==> src/logic/decodePkg.sv <==
// Decode stage widths, opcode constants, ALU operation codes and queued entry record
`default_nettype none

package decodePkg;

    // Datapath and register index widths
    localparam int Xlen = 32;
    localparam int RegAddrWidth = 5;

    // Major opcode from instruction bits 6..2
    typedef enum logic [4:0] {
        OpLoad   = 5'b00000,
        OpImm    = 5'b00100,
        OpAuipc  = 5'b00101,
        OpStore  = 5'b01000,
        OpReg    = 5'b01100,
        OpLui    = 5'b01101,
        OpBranch = 5'b11000,
        OpJalr   = 5'b11001,
        OpJal    = 5'b11011,
        OpSystem = 5'b11100
    } opcode_t;

    // Operation class handed to execute
    typedef enum logic [2:0] {
        AluOpMem     = 3'd0,
        AluOpBranch  = 3'd1,
        AluOpArith   = 3'd2,
        AluOpJump    = 3'd3,
        AluOpUpper   = 3'd4,
        AluOpPc      = 3'd5,
        AluOpJumpReg = 3'd7
    } aluOp_t;

    // Exact ALU operation with value 5 unused
    typedef enum logic [4:0] {
        AluAnd    = 5'd0,
        AluOr     = 5'd1,
        AluAdd    = 5'd2,
        AluXor    = 5'd3,
        AluSub    = 5'd4,
        AluSll    = 5'd6,
        AluSrl    = 5'd7,
        AluSra    = 5'd8,
        AluSlt    = 5'd9,
        AluSltu   = 5'd10,
        AluMul    = 5'd11,
        AluMulh   = 5'd12,
        AluMulhsu = 5'd13,
        AluMulhu  = 5'd14,
        AluDiv    = 5'd15,
        AluDivu   = 5'd16,
        AluRem    = 5'd17,
        AluRemu   = 5'd18
    } aluCtrl_t;

    // func7 marking multiply/divide words
    localparam logic [6:0] FuncMulDiv = 7'b0000001;

    // One decoded instruction as held in the output queue
    typedef struct packed {
        logic [RegAddrWidth-1:0] rd;
        logic [RegAddrWidth-1:0] rs1;
        logic [RegAddrWidth-1:0] rs2;
        logic [2:0]              func3;
        logic [Xlen-1:0]         imm;
        logic                    memWrite;
        logic                    memRead;
        logic                    regWrite;
        logic                    aluSrc;
        logic                    branch;
        logic                    memToReg;
        aluOp_t                  aluOp;
        aluCtrl_t                aluControl;
    } decodedEntry_t;

endpackage

`default_nettype wire
==> src/logic/decodeStage.sv <==
// Decode stage top level joining field, control and ALU decoders with the credit queue
`timescale 1ns/1ps
`default_nettype none

module decodeStage import decodePkg::*; #(
    parameter int QueueDepth = 4,
    parameter int OutCredits = 2
) (
    input  logic                    clk,
    input  logic                    rst,
    input  logic                    inValid,
    input  logic [Xlen-1:0]         instruction,
    output logic                    inCredit,
    output logic                    outValid,
    output logic [RegAddrWidth-1:0] rd,
    output logic [RegAddrWidth-1:0] rs1,
    output logic [RegAddrWidth-1:0] rs2,
    output logic [2:0]              func3,
    output logic [Xlen-1:0]         imm,
    output logic                    memWrite,
    output logic                    memRead,
    output logic                    regWrite,
    output logic                    aluSrc,
    output logic                    branch,
    output logic                    memToReg,
    output aluOp_t                  aluOp,
    output aluCtrl_t                aluControl,
    input  logic                    outCredit
);

    // Decoder side
    logic                    decodedValid;
    opcode_t                 opcode;
    logic                    isBase;
    logic                    isArith;
    logic                    isReg;
    logic                    isCondBranch;
    logic [RegAddrWidth-1:0] decRd;
    logic [RegAddrWidth-1:0] decRs1;
    logic [RegAddrWidth-1:0] decRs2;
    logic [2:0]              decFunc3;
    logic [6:0]              decFunc7;
    logic [Xlen-1:0]         decImm;
    logic                    decMemWrite;
    logic                    decMemRead;
    logic                    decRegWrite;
    logic                    decAluSrc;
    logic                    decBranch;
    logic                    decMemToReg;
    aluOp_t                  decAluOp;
    aluCtrl_t                decAluControl;

    // Queue side
    decodedEntry_t writeEntry;
    decodedEntry_t outEntry;

    fieldDecoder fieldDecoder_inst (
        .clk          (clk),
        .rst          (rst),
        .inValid      (inValid),
        .instruction  (instruction),
        .decodedValid (decodedValid),
        .opcode       (opcode),
        .isBase       (isBase),
        .rd           (decRd),
        .rs1          (decRs1),
        .rs2          (decRs2),
        .func3        (decFunc3),
        .func7        (decFunc7),
        .imm          (decImm)
    );

    controlDecoder controlDecoder_inst (
        .opcode   (opcode),
        .isBase   (isBase),
        .memWrite (decMemWrite),
        .memRead  (decMemRead),
        .regWrite (decRegWrite),
        .aluSrc   (decAluSrc),
        .branch   (decBranch),
        .memToReg (decMemToReg),
        .aluOp    (decAluOp),
        .isArith  (isArith)
    );

    // Register form selects SUB and the M extension
    assign isReg = (opcode == OpReg);
    // Jumps also raise branch but still add, so only compares pick SUB
    assign isCondBranch = decBranch && (decAluOp == AluOpBranch);

    aluControlDecoder aluControlDecoder_inst (
        .isArith    (isArith),
        .isReg      (isReg),
        .func3      (decFunc3),
        .func7      (decFunc7),
        .branch     (isCondBranch),
        .memToReg   (decMemToReg),
        .aluControl (decAluControl)
    );

    // Pack decoded word for the queue
    always_comb
    begin
        writeEntry.rd         = decRd;
        writeEntry.rs1        = decRs1;
        writeEntry.rs2        = decRs2;
        writeEntry.func3      = decFunc3;
        writeEntry.imm        = decImm;
        writeEntry.memWrite   = decMemWrite;
        writeEntry.memRead    = decMemRead;
        writeEntry.regWrite   = decRegWrite;
        writeEntry.aluSrc     = decAluSrc;
        writeEntry.branch     = decBranch;
        writeEntry.memToReg   = decMemToReg;
        writeEntry.aluOp      = decAluOp;
        writeEntry.aluControl = decAluControl;
    end

    creditQueue #(
        .Depth   (QueueDepth),
        .Credits (OutCredits)
    ) creditQueue_inst (
        .clk        (clk),
        .rst        (rst),
        .writeValid (decodedValid),
        .writeEntry (writeEntry),
        .outCredit  (outCredit),
        .outValid   (outValid),
        .outEntry   (outEntry),
        .inCredit   (inCredit)
    );

    // Unpack queue head onto the output ports
    assign rd         = outEntry.rd;
    assign rs1        = outEntry.rs1;
    assign rs2        = outEntry.rs2;
    assign func3      = outEntry.func3;
    assign imm        = outEntry.imm;
    assign memWrite   = outEntry.memWrite;
    assign memRead    = outEntry.memRead;
    assign regWrite   = outEntry.regWrite;
    assign aluSrc     = outEntry.aluSrc;
    assign branch     = outEntry.branch;
    assign memToReg   = outEntry.memToReg;
    assign aluOp      = outEntry.aluOp;
    assign aluControl = outEntry.aluControl;

endmodule

`default_nettype wire

==> src/logic/creditQueue.sv <==
// Decoded-entry circular queue with downstream credit counter and upstream credit return
`timescale 1ns/1ps
`default_nettype none

module creditQueue import decodePkg::*; #(
    parameter int Depth   = 4,
    parameter int Credits = 2
) (
    input  logic          clk,
    input  logic          rst,
    input  logic          writeValid,
    input  decodedEntry_t writeEntry,
    input  logic          outCredit,
    output logic          outValid,
    output decodedEntry_t outEntry,
    output logic          inCredit
);

    localparam int PtrWidth    = (Depth > 1) ? $clog2(Depth) : 1;
    localparam int CountWidth  = $clog2(Depth + 1);
    localparam int CreditWidth = $clog2(Credits + 1);

    decodedEntry_t mem [Depth];

    logic [PtrWidth-1:0]    headPtr;
    logic [PtrWidth-1:0]    tailPtr;
    logic [CountWidth-1:0]  occupancy;
    logic [CreditWidth-1:0] creditCount;
    logic [CreditWidth-1:0] creditNext;
    logic                   issue;

    // Pop whenever an entry waits and downstream has room
    assign issue = (occupancy != '0) && (creditCount != '0);

    // Credit count capped at Credits
    always_comb
    begin
        creditNext = creditCount;
        if (issue && !outCredit)
        begin
            creditNext = creditCount - 1'b1;
        end
        else if (!issue && outCredit && (creditCount != CreditWidth'(Credits)))
        begin
            creditNext = creditCount + 1'b1;
        end
    end

    always_ff @(posedge clk or posedge rst)
    begin
        if (rst)
        begin
            headPtr     <= '0;
            tailPtr     <= '0;
            occupancy   <= '0;
            creditCount <= CreditWidth'(Credits);
            outValid    <= 1'b0;
            inCredit    <= 1'b0;
        end
        else
        begin
            if (writeValid)
            begin
                tailPtr <= (tailPtr == PtrWidth'(Depth - 1)) ? '0 : tailPtr + 1'b1;
            end
            if (issue)
            begin
                headPtr <= (headPtr == PtrWidth'(Depth - 1)) ? '0 : headPtr + 1'b1;
            end
            // Simultaneous push and pop leave occupancy unchanged
            occupancy   <= occupancy + CountWidth'(writeValid) - CountWidth'(issue);
            creditCount <= creditNext;
            // Freed slot is returned upstream with the issue
            outValid    <= issue;
            inCredit    <= issue;
        end
    end

    // Storage and issue register
    always_ff @(posedge clk)
    begin
        if (writeValid)
        begin
            mem[tailPtr] <= writeEntry;
        end
        if (issue)
        begin
            outEntry <= mem[headPtr];
        end
    end

endmodule

`default_nettype wire

==> src/logic/aluControlDecoder.sv <==
// func3/func7 to exact ALU operation for base arithmetic and M-extension words
`timescale 1ns/1ps
`default_nettype none

module aluControlDecoder import decodePkg::*; (
    input  logic     isArith,
    input  logic     isReg,
    input  logic [2:0] func3,
    input  logic [6:0] func7,
    input  logic     branch,
    input  logic     memToReg,
    output aluCtrl_t aluControl
);

    always_comb
    begin
        aluControl = AluAdd;
        if (!isArith)
        begin
            // Compare for branches and address add for everything else
            aluControl = (branch && !memToReg) ? AluSub : AluAdd;
        end
        else if (isReg && (func7 == FuncMulDiv))
        begin
            // Multiply/divide family
            case (func3)
                3'd0: aluControl = AluMul;
                3'd1: aluControl = AluMulh;
                3'd2: aluControl = AluMulhsu;
                3'd3: aluControl = AluMulhu;
                3'd4: aluControl = AluDiv;
                3'd5: aluControl = AluDivu;
                3'd6: aluControl = AluRem;
                default: aluControl = AluRemu;
            endcase
        end
        else
        begin
            case (func3)
                // SUB only exists in register form
                3'd0: aluControl = (isReg && func7[5]) ? AluSub : AluAdd;
                3'd1: aluControl = AluSll;
                3'd2: aluControl = AluSlt;
                3'd3: aluControl = AluSltu;
                3'd4: aluControl = AluXor;
                // Arithmetic shift flagged by func7 bit 5 in both forms
                3'd5: aluControl = func7[5] ? AluSra : AluSrl;
                3'd6: aluControl = AluOr;
                default: aluControl = AluAnd;
            endcase
        end
    end

endmodule

`default_nettype wire

==> src/logic/controlDecoder.sv <==
// Opcode to datapath control flags and ALU operation class
`timescale 1ns/1ps
`default_nettype none

module controlDecoder import decodePkg::*; (
    input  opcode_t opcode,
    input  logic    isBase,
    output logic    memWrite,
    output logic    memRead,
    output logic    regWrite,
    output logic    aluSrc,
    output logic    branch,
    output logic    memToReg,
    output aluOp_t  aluOp,
    output logic    isArith
);

    always_comb
    begin
        // NOP defaults with immediate path and arith class
        memWrite = 1'b0;
        memRead  = 1'b0;
        regWrite = 1'b0;
        aluSrc   = 1'b1;
        branch   = 1'b0;
        memToReg = 1'b0;
        aluOp    = AluOpArith;

        // Non-base encodings fall through as NOP
        if (isBase)
        begin
            case (opcode)
                OpLui:
                begin
                    regWrite = 1'b1;
                    aluOp    = AluOpUpper;
                end
                OpAuipc:
                begin
                    regWrite = 1'b1;
                    aluOp    = AluOpPc;
                end
                OpJal:
                begin
                    regWrite = 1'b1;
                    branch   = 1'b1;
                    aluOp    = AluOpJump;
                end
                OpJalr:
                begin
                    regWrite = 1'b1;
                    branch   = 1'b1;
                    aluOp    = AluOpJumpReg;
                end
                OpBranch:
                begin
                    // Compare uses both registers
                    aluSrc = 1'b0;
                    branch = 1'b1;
                    aluOp  = AluOpBranch;
                end
                OpLoad:
                begin
                    memToReg = 1'b1;
                    regWrite = 1'b1;
                    memRead  = 1'b1;
                    aluOp    = AluOpMem;
                end
                OpStore:
                begin
                    memWrite = 1'b1;
                    aluOp    = AluOpMem;
                end
                OpImm:
                begin
                    regWrite = 1'b1;
                end
                OpReg:
                begin
                    aluSrc   = 1'b0;
                    regWrite = 1'b1;
                end
                // ECALL, EBREAK and unknown opcodes stay NOP
                default:
                begin
                end
            endcase
        end
    end

    // Arithmetic words need func3/func7 decode downstream
    assign isArith = isBase && ((opcode == OpImm) || (opcode == OpReg));

endmodule

`default_nettype wire

==> src/logic/fieldDecoder.sv <==
// Instruction register, field split and sign-extended immediate generation
`timescale 1ns/1ps
`default_nettype none

module fieldDecoder import decodePkg::*; (
    input  logic                    clk,
    input  logic                    rst,
    input  logic                    inValid,
    input  logic [Xlen-1:0]         instruction,
    output logic                    decodedValid,
    output opcode_t                 opcode,
    output logic                    isBase,
    output logic [RegAddrWidth-1:0] rd,
    output logic [RegAddrWidth-1:0] rs1,
    output logic [RegAddrWidth-1:0] rs2,
    output logic [2:0]              func3,
    output logic [6:0]              func7,
    output logic [Xlen-1:0]         imm
);

    logic [Xlen-1:0] instrReg;

    // Valid flag trails the accepted word by one cycle
    always_ff @(posedge clk or posedge rst)
    begin
        if (rst)
        begin
            decodedValid <= 1'b0;
        end
        else
        begin
            decodedValid <= inValid;
        end
    end

    // Word captured only on an accepted transfer
    always_ff @(posedge clk)
    begin
        if (inValid)
        begin
            instrReg <= instruction;
        end
    end

    // Fixed field positions
    assign opcode = opcode_t'(instrReg[6:2]);
    assign isBase = (instrReg[1:0] == 2'b11);
    assign rd     = instrReg[11:7];
    assign rs1    = instrReg[19:15];
    assign rs2    = instrReg[24:20];
    assign func3  = instrReg[14:12];
    assign func7  = instrReg[31:25];

    // Immediate by format with bit 31 always the sign
    always_comb
    begin
        imm = '0;
        if (isBase)
        begin
            case (opcode)
                OpLui, OpAuipc: imm = {instrReg[31:12], 12'b0};
                OpJal:          imm = {{12{instrReg[31]}}, instrReg[19:12], instrReg[20],
                                       instrReg[30:21], 1'b0};
                OpBranch:       imm = {{20{instrReg[31]}}, instrReg[7], instrReg[30:25],
                                       instrReg[11:8], 1'b0};
                OpStore:        imm = {{21{instrReg[31]}}, instrReg[30:25], instrReg[11:7]};
                OpJalr, OpLoad, OpImm:
                                imm = {{21{instrReg[31]}}, instrReg[30:20]};
                // R-type, system and unknown words carry no immediate
                default:        imm = '0;
            endcase
        end
    end

endmodule

`default_nettype wire

==> config.mk <==
export PLATFORM = sky130hd
export DESIGN_NAME = decodeStage
export DESIGN_NICKNAME = d
export VERILOG_FILES = /design/src/logic/decodePkg.sv /design/src/logic/decodeStage.sv /design/src/logic/creditQueue.sv /design/src/logic/aluControlDecoder.sv /design/src/logic/controlDecoder.sv /design/src/logic/fieldDecoder.sv
export SDC_FILE = /design/constraint.sdc
export NUM_CORES = 1
export LEC_CHECK = 0
export BUFFER_PORTS_ARGS = -buffer_cell sky130_fd_sc_hd__buf_4
export CELL_PAD_IN_SITES_DETAIL_PLACEMENT = 1
export CELL_PAD_IN_SITES_GLOBAL_PLACEMENT = 2
export CORE_UTILIZATION = 50
export DETAILED_ROUTE_END_ITERATION = 6
export GPL_TIMING_DRIVEN = 0
export PLACE_DENSITY_LB_ADDON = 0.2
export SETUP_SLACK_MARGIN = 0.05
export SYNTH_ARGS = -nofsm -noshare
export SYNTH_HDL_FRONTEND = slang
export SYNTH_HIERARCHICAL = 1
export SYNTH_SLANG_ARGS = --single-unit
export TNS_END_PERCENT = 50
==> constraint.sdc <==
create_clock -name clk -period 5.4 [get_ports clk]
set_input_delay 1.08 -clock clk [delete_from_list [all_inputs] [get_ports clk]]
set_output_delay 1.08 -clock clk [all_outputs]
set_load 0.02 [all_outputs]
## After elaboration in Yosys (flattened, before gate mapping)

Memory sizes are Yosys's and may differ from the RTL's. A register that Yosys moved wholly into a read port is not among the register bits.
Cells that the tools add are included.
Widths: inputs -> output; s select.

| storage, ports and cells | value |
|---|---|
| bits in registers | 43 |
| RAM bits | 256 |
| word-level logic and storage cells | 85 |
| memories | 1 |

Memory list:

| name | depth | width | rd ports | clocked after Yosys merged registers in | wr ports | RTL line | source |
|---|---|---|---|---|---|---|---|
| creditQueue_inst.mem | 4 | 64 | 1 | 1 | 1 | creditQueue.sv:23 | `decodedEntry_t mem [Depth];` |

| cells by class | value |
|---|---|
| $add $sub $neg | 6 |
| equality and inequality tests | 20 |
| multiplexer cells | 27 |
| reductions and logical operators | 24 |

Operators by type and width:

| kind | number |
|---|---|
| $pmux 32 s5 | 1 |
| $pmux 5 s7 | 2 |
| $mux 32 | 1 |
| $pmux 3 s6 | 1 |
| $eq 5x4->1 const B | 3 |
| $eq 5x5->1 const B | 3 |
| $mux 1 | 12 |
| $eq 5x3->1 const B | 2 |
| $mux 5 | 2 |
| $eq 3x3->1 const B | 3 |
| $logic_and 1x1->1 | 9 |
| $mux 3 | 3 |
| $mux 2 | 4 |
| $eq 7x1->1 const B | 1 |
| $reduce_or 7->1 | 1 |
| $add 2x1->2 const B | 3 |
| $eq 2x2->1 const B | 3 |
| $eq 3x1->1 const B | 2 |
| $eq 3x2->1 const B | 2 |
| $reduce_or 2->1 | 3 |
| $reduce_or 3->1 | 2 |
| $logic_not 5->1 | 1 |
| $mux 4 | 1 |
| $reduce_bool 2->1 | 2 |
| other kinds (8) | 10 |

## Longest topological paths before layout

| logic depth | value |
|---|---|
| word-level depth | 9 |
| gate-level depth with buffers | 9 |
| gate-level depth less buffers | 9 |

## Cells and area by module

The synthesis kept the hierarchy.

By module, submodules not included:

| module | instances | cells an instance | area each (µm²) | sequential area each (µm²) |
|---|---|---|---|---|
| creditQueue | 1 | 453 | 11726.2 | 9860.7 |
| fieldDecoder | 1 | 162 | 1871.8 | 985.9 |
| aluControlDecoder | 1 | 30 | 229.0 | 0.0 |
| controlDecoder | 1 | 30 | 186.4 | 0.0 |
| decodeStage | 1 | 3 | 28.8 | 0.0 |

## Worst setup path before layout

No wires, ideal clock.

| timing path | value |
|---|---|
| path type | reg-to-reg |
| from | register creditQueue_inst.occupancy[1] |
| to | register creditQueue_inst.occupancy[2] |
| library setup time | 123 ps |
| arrival time | 3081 ps |
| data required time | 5277 ps |
| path slack | 2196 ps |
| cell stages (with the launch flop) | 10 |
| path buffers | 0 |
| cell sequence | dfrtp_1 or3_1 o21ai_2 inv_1 ha_1 inv_1 ha_1 fa_1 xnor2_1 xnor2_1 |

| on the way | value |
|---|---|
| word-level cells in the longest chain between the ends | 3 |

Ends and longest elaborated chain:

| item | RTL line | source |
|---|---|---|
| start: declaration | creditQueue.sv:27 | `logic [CountWidth-1:0] occupancy;` |
| start signal: assignment | creditQueue.sv:71 | `occupancy <= occupancy + CountWidth'(writeValid) - CountWidth'(issue);` |
| $reduce_bool 3->1 | creditQueue.sv:33 | `assign issue = (occupancy != '0) && (creditCount != '0);` |
| $logic_and 1x1->1 | creditQueue.sv:33 |  |
| named net creditQueue_inst.issue | creditQueue.sv:30 | `logic issue;` |
| $sub 3x1->3 | creditQueue.sv:71 |  |

The timed path passes the listed nets, and every way through them passes these cells.
A chain may end at the register's enable or synchronous reset.

## Worst setup path in the final report

| timing path | value |
|---|---|
| from | register fieldDecoder_inst.instrReg[1] |
| to | memory creditQueue_inst/mem[0][1] (netlist bit) (data pin) |

| on the way | value |
|---|---|
| word-level cells in the longest chain between the ends | 7 |

Ends and longest elaborated chain:

| item | RTL line | source |
|---|---|---|
| start: declaration | fieldDecoder.sv:21 | `logic [Xlen-1:0] instrReg;` |
| start signal: assignment | fieldDecoder.sv:41 | `instrReg <= instruction;` |
| $eq 2x2->1 | fieldDecoder.sv:47 | `assign isBase = (instrReg[1:0] == 2'b11);` |
| named net isBase | decodeStage.sv:34 | `logic isBase;` |
| $mux 3 | controlDecoder.sv:30 | `if (isBase)` |
| named net decAluOp[2] | decodeStage.sv:50 | `aluOp_t decAluOp;` |
| $eq 3x1->1 | decodeStage.sv:89 | `assign isCondBranch = decBranch && (decAluOp == AluOpBranch);` |
| $logic_and 1x1->1 | decodeStage.sv:89 |  |
| named net isCondBranch | decodeStage.sv:37 | `logic isCondBranch;` |
| $logic_and 1x1->1 | aluControlDecoder.sv:21 | `aluControl = (branch && !memToReg) ? AluSub : AluAdd;` |
| $mux 3 | aluControlDecoder.sv:21 |  |
| $mux 5 | aluControlDecoder.sv:18 | `if (!isArith)` |
| named net decAluControl[1] | decodeStage.sv:51 | `aluCtrl_t decAluControl;` |
| end: declaration | creditQueue.sv:23 |  |

The timed path passes the listed nets, and every way through them passes these cells.

==> results.md <==
- The floorplan has 60 rows.
- The gate count after technology mapping is 678.
- The worst setup path is launched from a flip-flop.
- The clock tree skew after final layout is 0.0150 ns.
- The signal on the critical path passes through nand2_1 -> clkbuf_1 -> inv_1 -> or2b_1 -> nor3_1 -> and4bb_2 -> nor3b_1 -> a31oi_1.
- The chip width is 170 um.
- The critical path is of the flip-flop to flip-flop type.
- After synthesis, the mean cell area works out to 20.7 sq um.
- The number of buffers added by the clock tree synthesis step is 38.
- For the worst setup path, the data arrival time is 3.33 ns.
- Of the cells placed in the final design, the portion with a size suffix greater than 1 is 35.8%.
- Yosys mapped a number of flops with a built-in enable equal to 352.
- The final critical path takes up 57.1% of the cycle.
- Pin placement for this block handled 102 I/O pins.
- The overall fraction of global-route tracks in use is 21.5%.
- The area fraction of the dominant cell type after synthesis is 75.3%.
- After detailed placement, the design holds a cell count of 1155.
- The end-of-flow core utilization is 60.7%.
- The final wirelength is 29600 um.
- Detailed placement finished with a half-perimeter wire length of 19500 um.
- The detailed router finished its first iteration with 545 violations.
- The net count after synthesis is 722.
- The TritonCTS clock tree is built.
- The floorplan step defined a core boundary enclosing 0.0273 sq mm.
- The layout overhead on the synthesized area is 17.8%.
- The number of hold-slack violations in the final timing report came to 0.
- The slew at the pin closest to its max-slew limit is 0.906 ns.
- The cell with the largest stage delay on the worst path is nor3_1.
- OpenSTA, run right after detailed placement, puts the worst setup slack at 2.29 ns.
- The per-cell routed wire length is 24.2 um.
- The worst hold-check path type is primary input to async pin.
- The flow ran to the end, and the final reports show no timing, DRC or antenna violations.
- In the final layout, flip-flops and latches occupy 0.0108 sq mm.
- The placer's final routability congestion estimate is 0.817.
- The DRC violation count after routing is 0.
- In this run, post-CTS repair resized a total of 0 instances.
- The via count is 6893.
- In this run the worst path has a maximum fanout of 10.
- The kind of end point of the critical path is a flip-flop.
- Summed over all layers, the global routing overflow is 0.
- The H-tree generated during clock tree synthesis spans 2 levels.
- Among all flip-flop cells after synthesis, the most frequent one is edfxtp_1.
- 0 antenna diodes ended up in the layout.
- The die area is 0.0288 sq mm.
- The number of fill cells in the layout is 2345.
- Setup repair after global routing left no endpoint under its margin.
- Dividing the detail-routed via count by the number of cells gives 5.65.
- The worst-case IR drop observed on VDD is 369 uV.
- The total power of the final layout is 8.97 mW.
- The netlist area before placement is 0.0140 sq mm.
- The post-CTS setup buffer count is 0.
- The initial antenna violation count was 0.
- The number of standard cells in the final layout excluding fillers is 1221.
- Measured against its own limit, the worst slew margin works out to 39.0%.
- The share of the Yosys chip area taken by registers is 77.2%.
- Derived from the worst setup path, the maximum achievable clock frequency is 324 MHz.
- The wire length of the first global-routing pass is 44900 um.
- The delay of the slowest cell on the worst path is 0.54 ns.
- The async set or reset register ratio after synthesis is 3.03%.
- The number of hold buffers added after cts is 0.
- Once the floorplan was initialized, standard cells occupied 51.5% of the core.
- Input and output buffers added on the ports amount to 101.
- The data required time of the critical path is 5.64 ns.
- The count of distinct cell types in the synthesized netlist is 58.
- In the final timing run, aggregate negative setup slack is 0 ns.
- The die is 170 um tall.
- For this design the static power due to leakage is 5.67 nW.
- The detail route stage leaves a number of antenna-violating nets equal to 0.
- In this run the deepest clock path goes through 3 buffers.
- Entering global routing, the biggest net connects 67 pins.
- The number of warnings printed during yosys synthesis is 6.
- The library cells used most frequently in the layout, excluding fill and tap cells, are 352 x edfxtp_1, 136 x buf_4, 64 x mux4_2.
- In this run the power density over the cells is 542 mW/mm^2.
- The finished layout cell area is 0.0165 sq mm.
- The number of slew-limit violations in the final report is 0.
- The synthesized design contains 363 register bits.
- The final layout contains 867 nets.
- The time the worst path needs with I/O delays and setup is 3.08 ns.
- The largest total area in the synthesized netlist belongs to edfxtp_1.
- The total iterations of the first detailed-routing run is 5.
- Across all hold checks on the routed design, the worst slack comes to 0.398 ns.
- The library cell used most frequently in the layout, excluding fill and tap cells, is edfxtp_1.
- Setup violations remaining at the end of the flow were counted as 0.
- The final setup slack of the worst path is 2.32 ns.
- After clock tree synthesis, the clock-pin slew on the worst setup and hold paths is 0.06 ns.
- The insertion delay to the later sink of the worst-skew pair is 0.52 ns.
- Max-cap violations in this run came to 0.
- In this run the cell area measured after placement is 0.0154 sq mm.
- The multi-input combinational cells in the finished layout cover a total of 0.00269 sq mm.
- The clock drives 363 sinks.
- The via count of the first global-routing pass is 7463.
- Ranked by total cell area, the synthesized netlist is headed by edfxtp_1 75%, mux4_2 10%, buf_4 1.9%.
- CTS placed an instance of clkbuf_16 at the clock tree root.
where the power goes:
group	leakage (nW)	switching, mW	internal [mW]
sequential	3.49	0.208	3.92
combinational	1.62	1.38	1.04
clock	0.562	1.02	1.42
per-layer routing:
metal,vias to the layer above,routed length [um],track usage [%]
met4,0,870,8.07
met3,55,1720,4.22
met1,3600,12700,29.5
met5,-,0,0
met2,218,14300,34.6
li1,3020,-,-
final timing paths:
path | start | endpoint | slack, ns | cells past startpoint
min | rst | fieldDecoder_inst/decodedValid | 0.40 | 2
max in group asynchronous | rst | creditQueue_inst/creditCount[1] | 4.53 | 2
max reg2reg | fieldDecoder_inst/instrReg[1] | creditQueue_inst/mem[0][1] | 2.32 | 8
min reg2reg | creditQueue_inst/creditCount[1] | creditQueue_inst/creditCount[1] | 0.56 | 2
min in group clk | creditQueue_inst/creditCount[1] | creditQueue_inst/creditCount[1] | 0.56 | 2
max | fieldDecoder_inst/instrReg[1] | creditQueue_inst/mem[0][1] | 2.32 | 8
cells by family after synthesis:
logic type / count (synthesis) / synth area share [%]
xor gates and xnor gates: 5 / 0.312
muxes: 68 / 10.6
and+or+nand+nor: 88 / 3.88
adders and majority gates: 8 / 0.766
DFF: 363 / 77.2
buffers and inverters: 77 / 3.64
AOI/OAI and AO/OA: 69 / 3.56
layout make-up:
type / instances / share of cell area (%)
flip-flops and latches: 363 / 65.6
multi-input cells: 238 / 16.3
clock buffers: 47 / 6.08
repair buffers: 105 / 5.25
well taps: 372 / 2.81
plain buffers: 64 / 2.80
clock inverters: 19 / 0.908
inverters: 13 / 0.310
Yosys cell counts, types with 2 or more instances:
| master | count |
|---|---|
| buf_1 | 2 |
| nor2_1 | 10 |
| mux4_2 | 64 |
| nor3b_1 | 9 |
| clkbuf_2 | 2 |
| nor2b_1 | 6 |
| and4bb_2 | 2 |
| o21ai_1 | 2 |
| o211ai_1 | 8 |
| and2_1 | 7 |
| nand2_1 | 22 |
| a31oi_1 | 2 |
| nand3_1 | 4 |
| clkbuf_1 | 4 |
| buf_2 | 11 |
| a21oi_1 | 6 |
| inv_1 | 13 |
| nor3_1 | 5 |
| nor4_1 | 4 |
| nor4b_2 | 3 |
| mux2_2 | 2 |
| xnor2_1 | 3 |
| and4b_1 | 3 |
| nand2b_1 | 2 |
| o311a_2 | 2 |
| edfxtp_1 | 352 |
| a211oi_1 | 28 |
| xor2_1 | 2 |
| buf_4 | 35 |
| buf_6 | 10 |
| dfrtp_1 | 10 |
| ha_1 | 7 |
| o21ai_0 | 11 |
registers in the layout (all words and copies together) (netlist names):
register,cells
creditQueue_inst/mem,256
creditQueue_inst/headPtr,2
creditQueue_inst/creditCount,2
creditQueue_inst/occupancy,3
fieldDecoder_inst/instrReg,32
creditQueue_inst/inCredit,1
creditQueue_inst/tailPtr,2
creditQueue_inst/outEntry,64
fieldDecoder_inst/decodedValid,1
critical path: cells and delay by family, from the launching register on:
kind | cells | cell delay (ns)
simple gates | 5 | 1.44
buf+inv | 2 | 0.63
compound gates | 1 | 0.41
flops | 1 | 0.34
No activity file was read; power rests on OpenSTA's default activity.
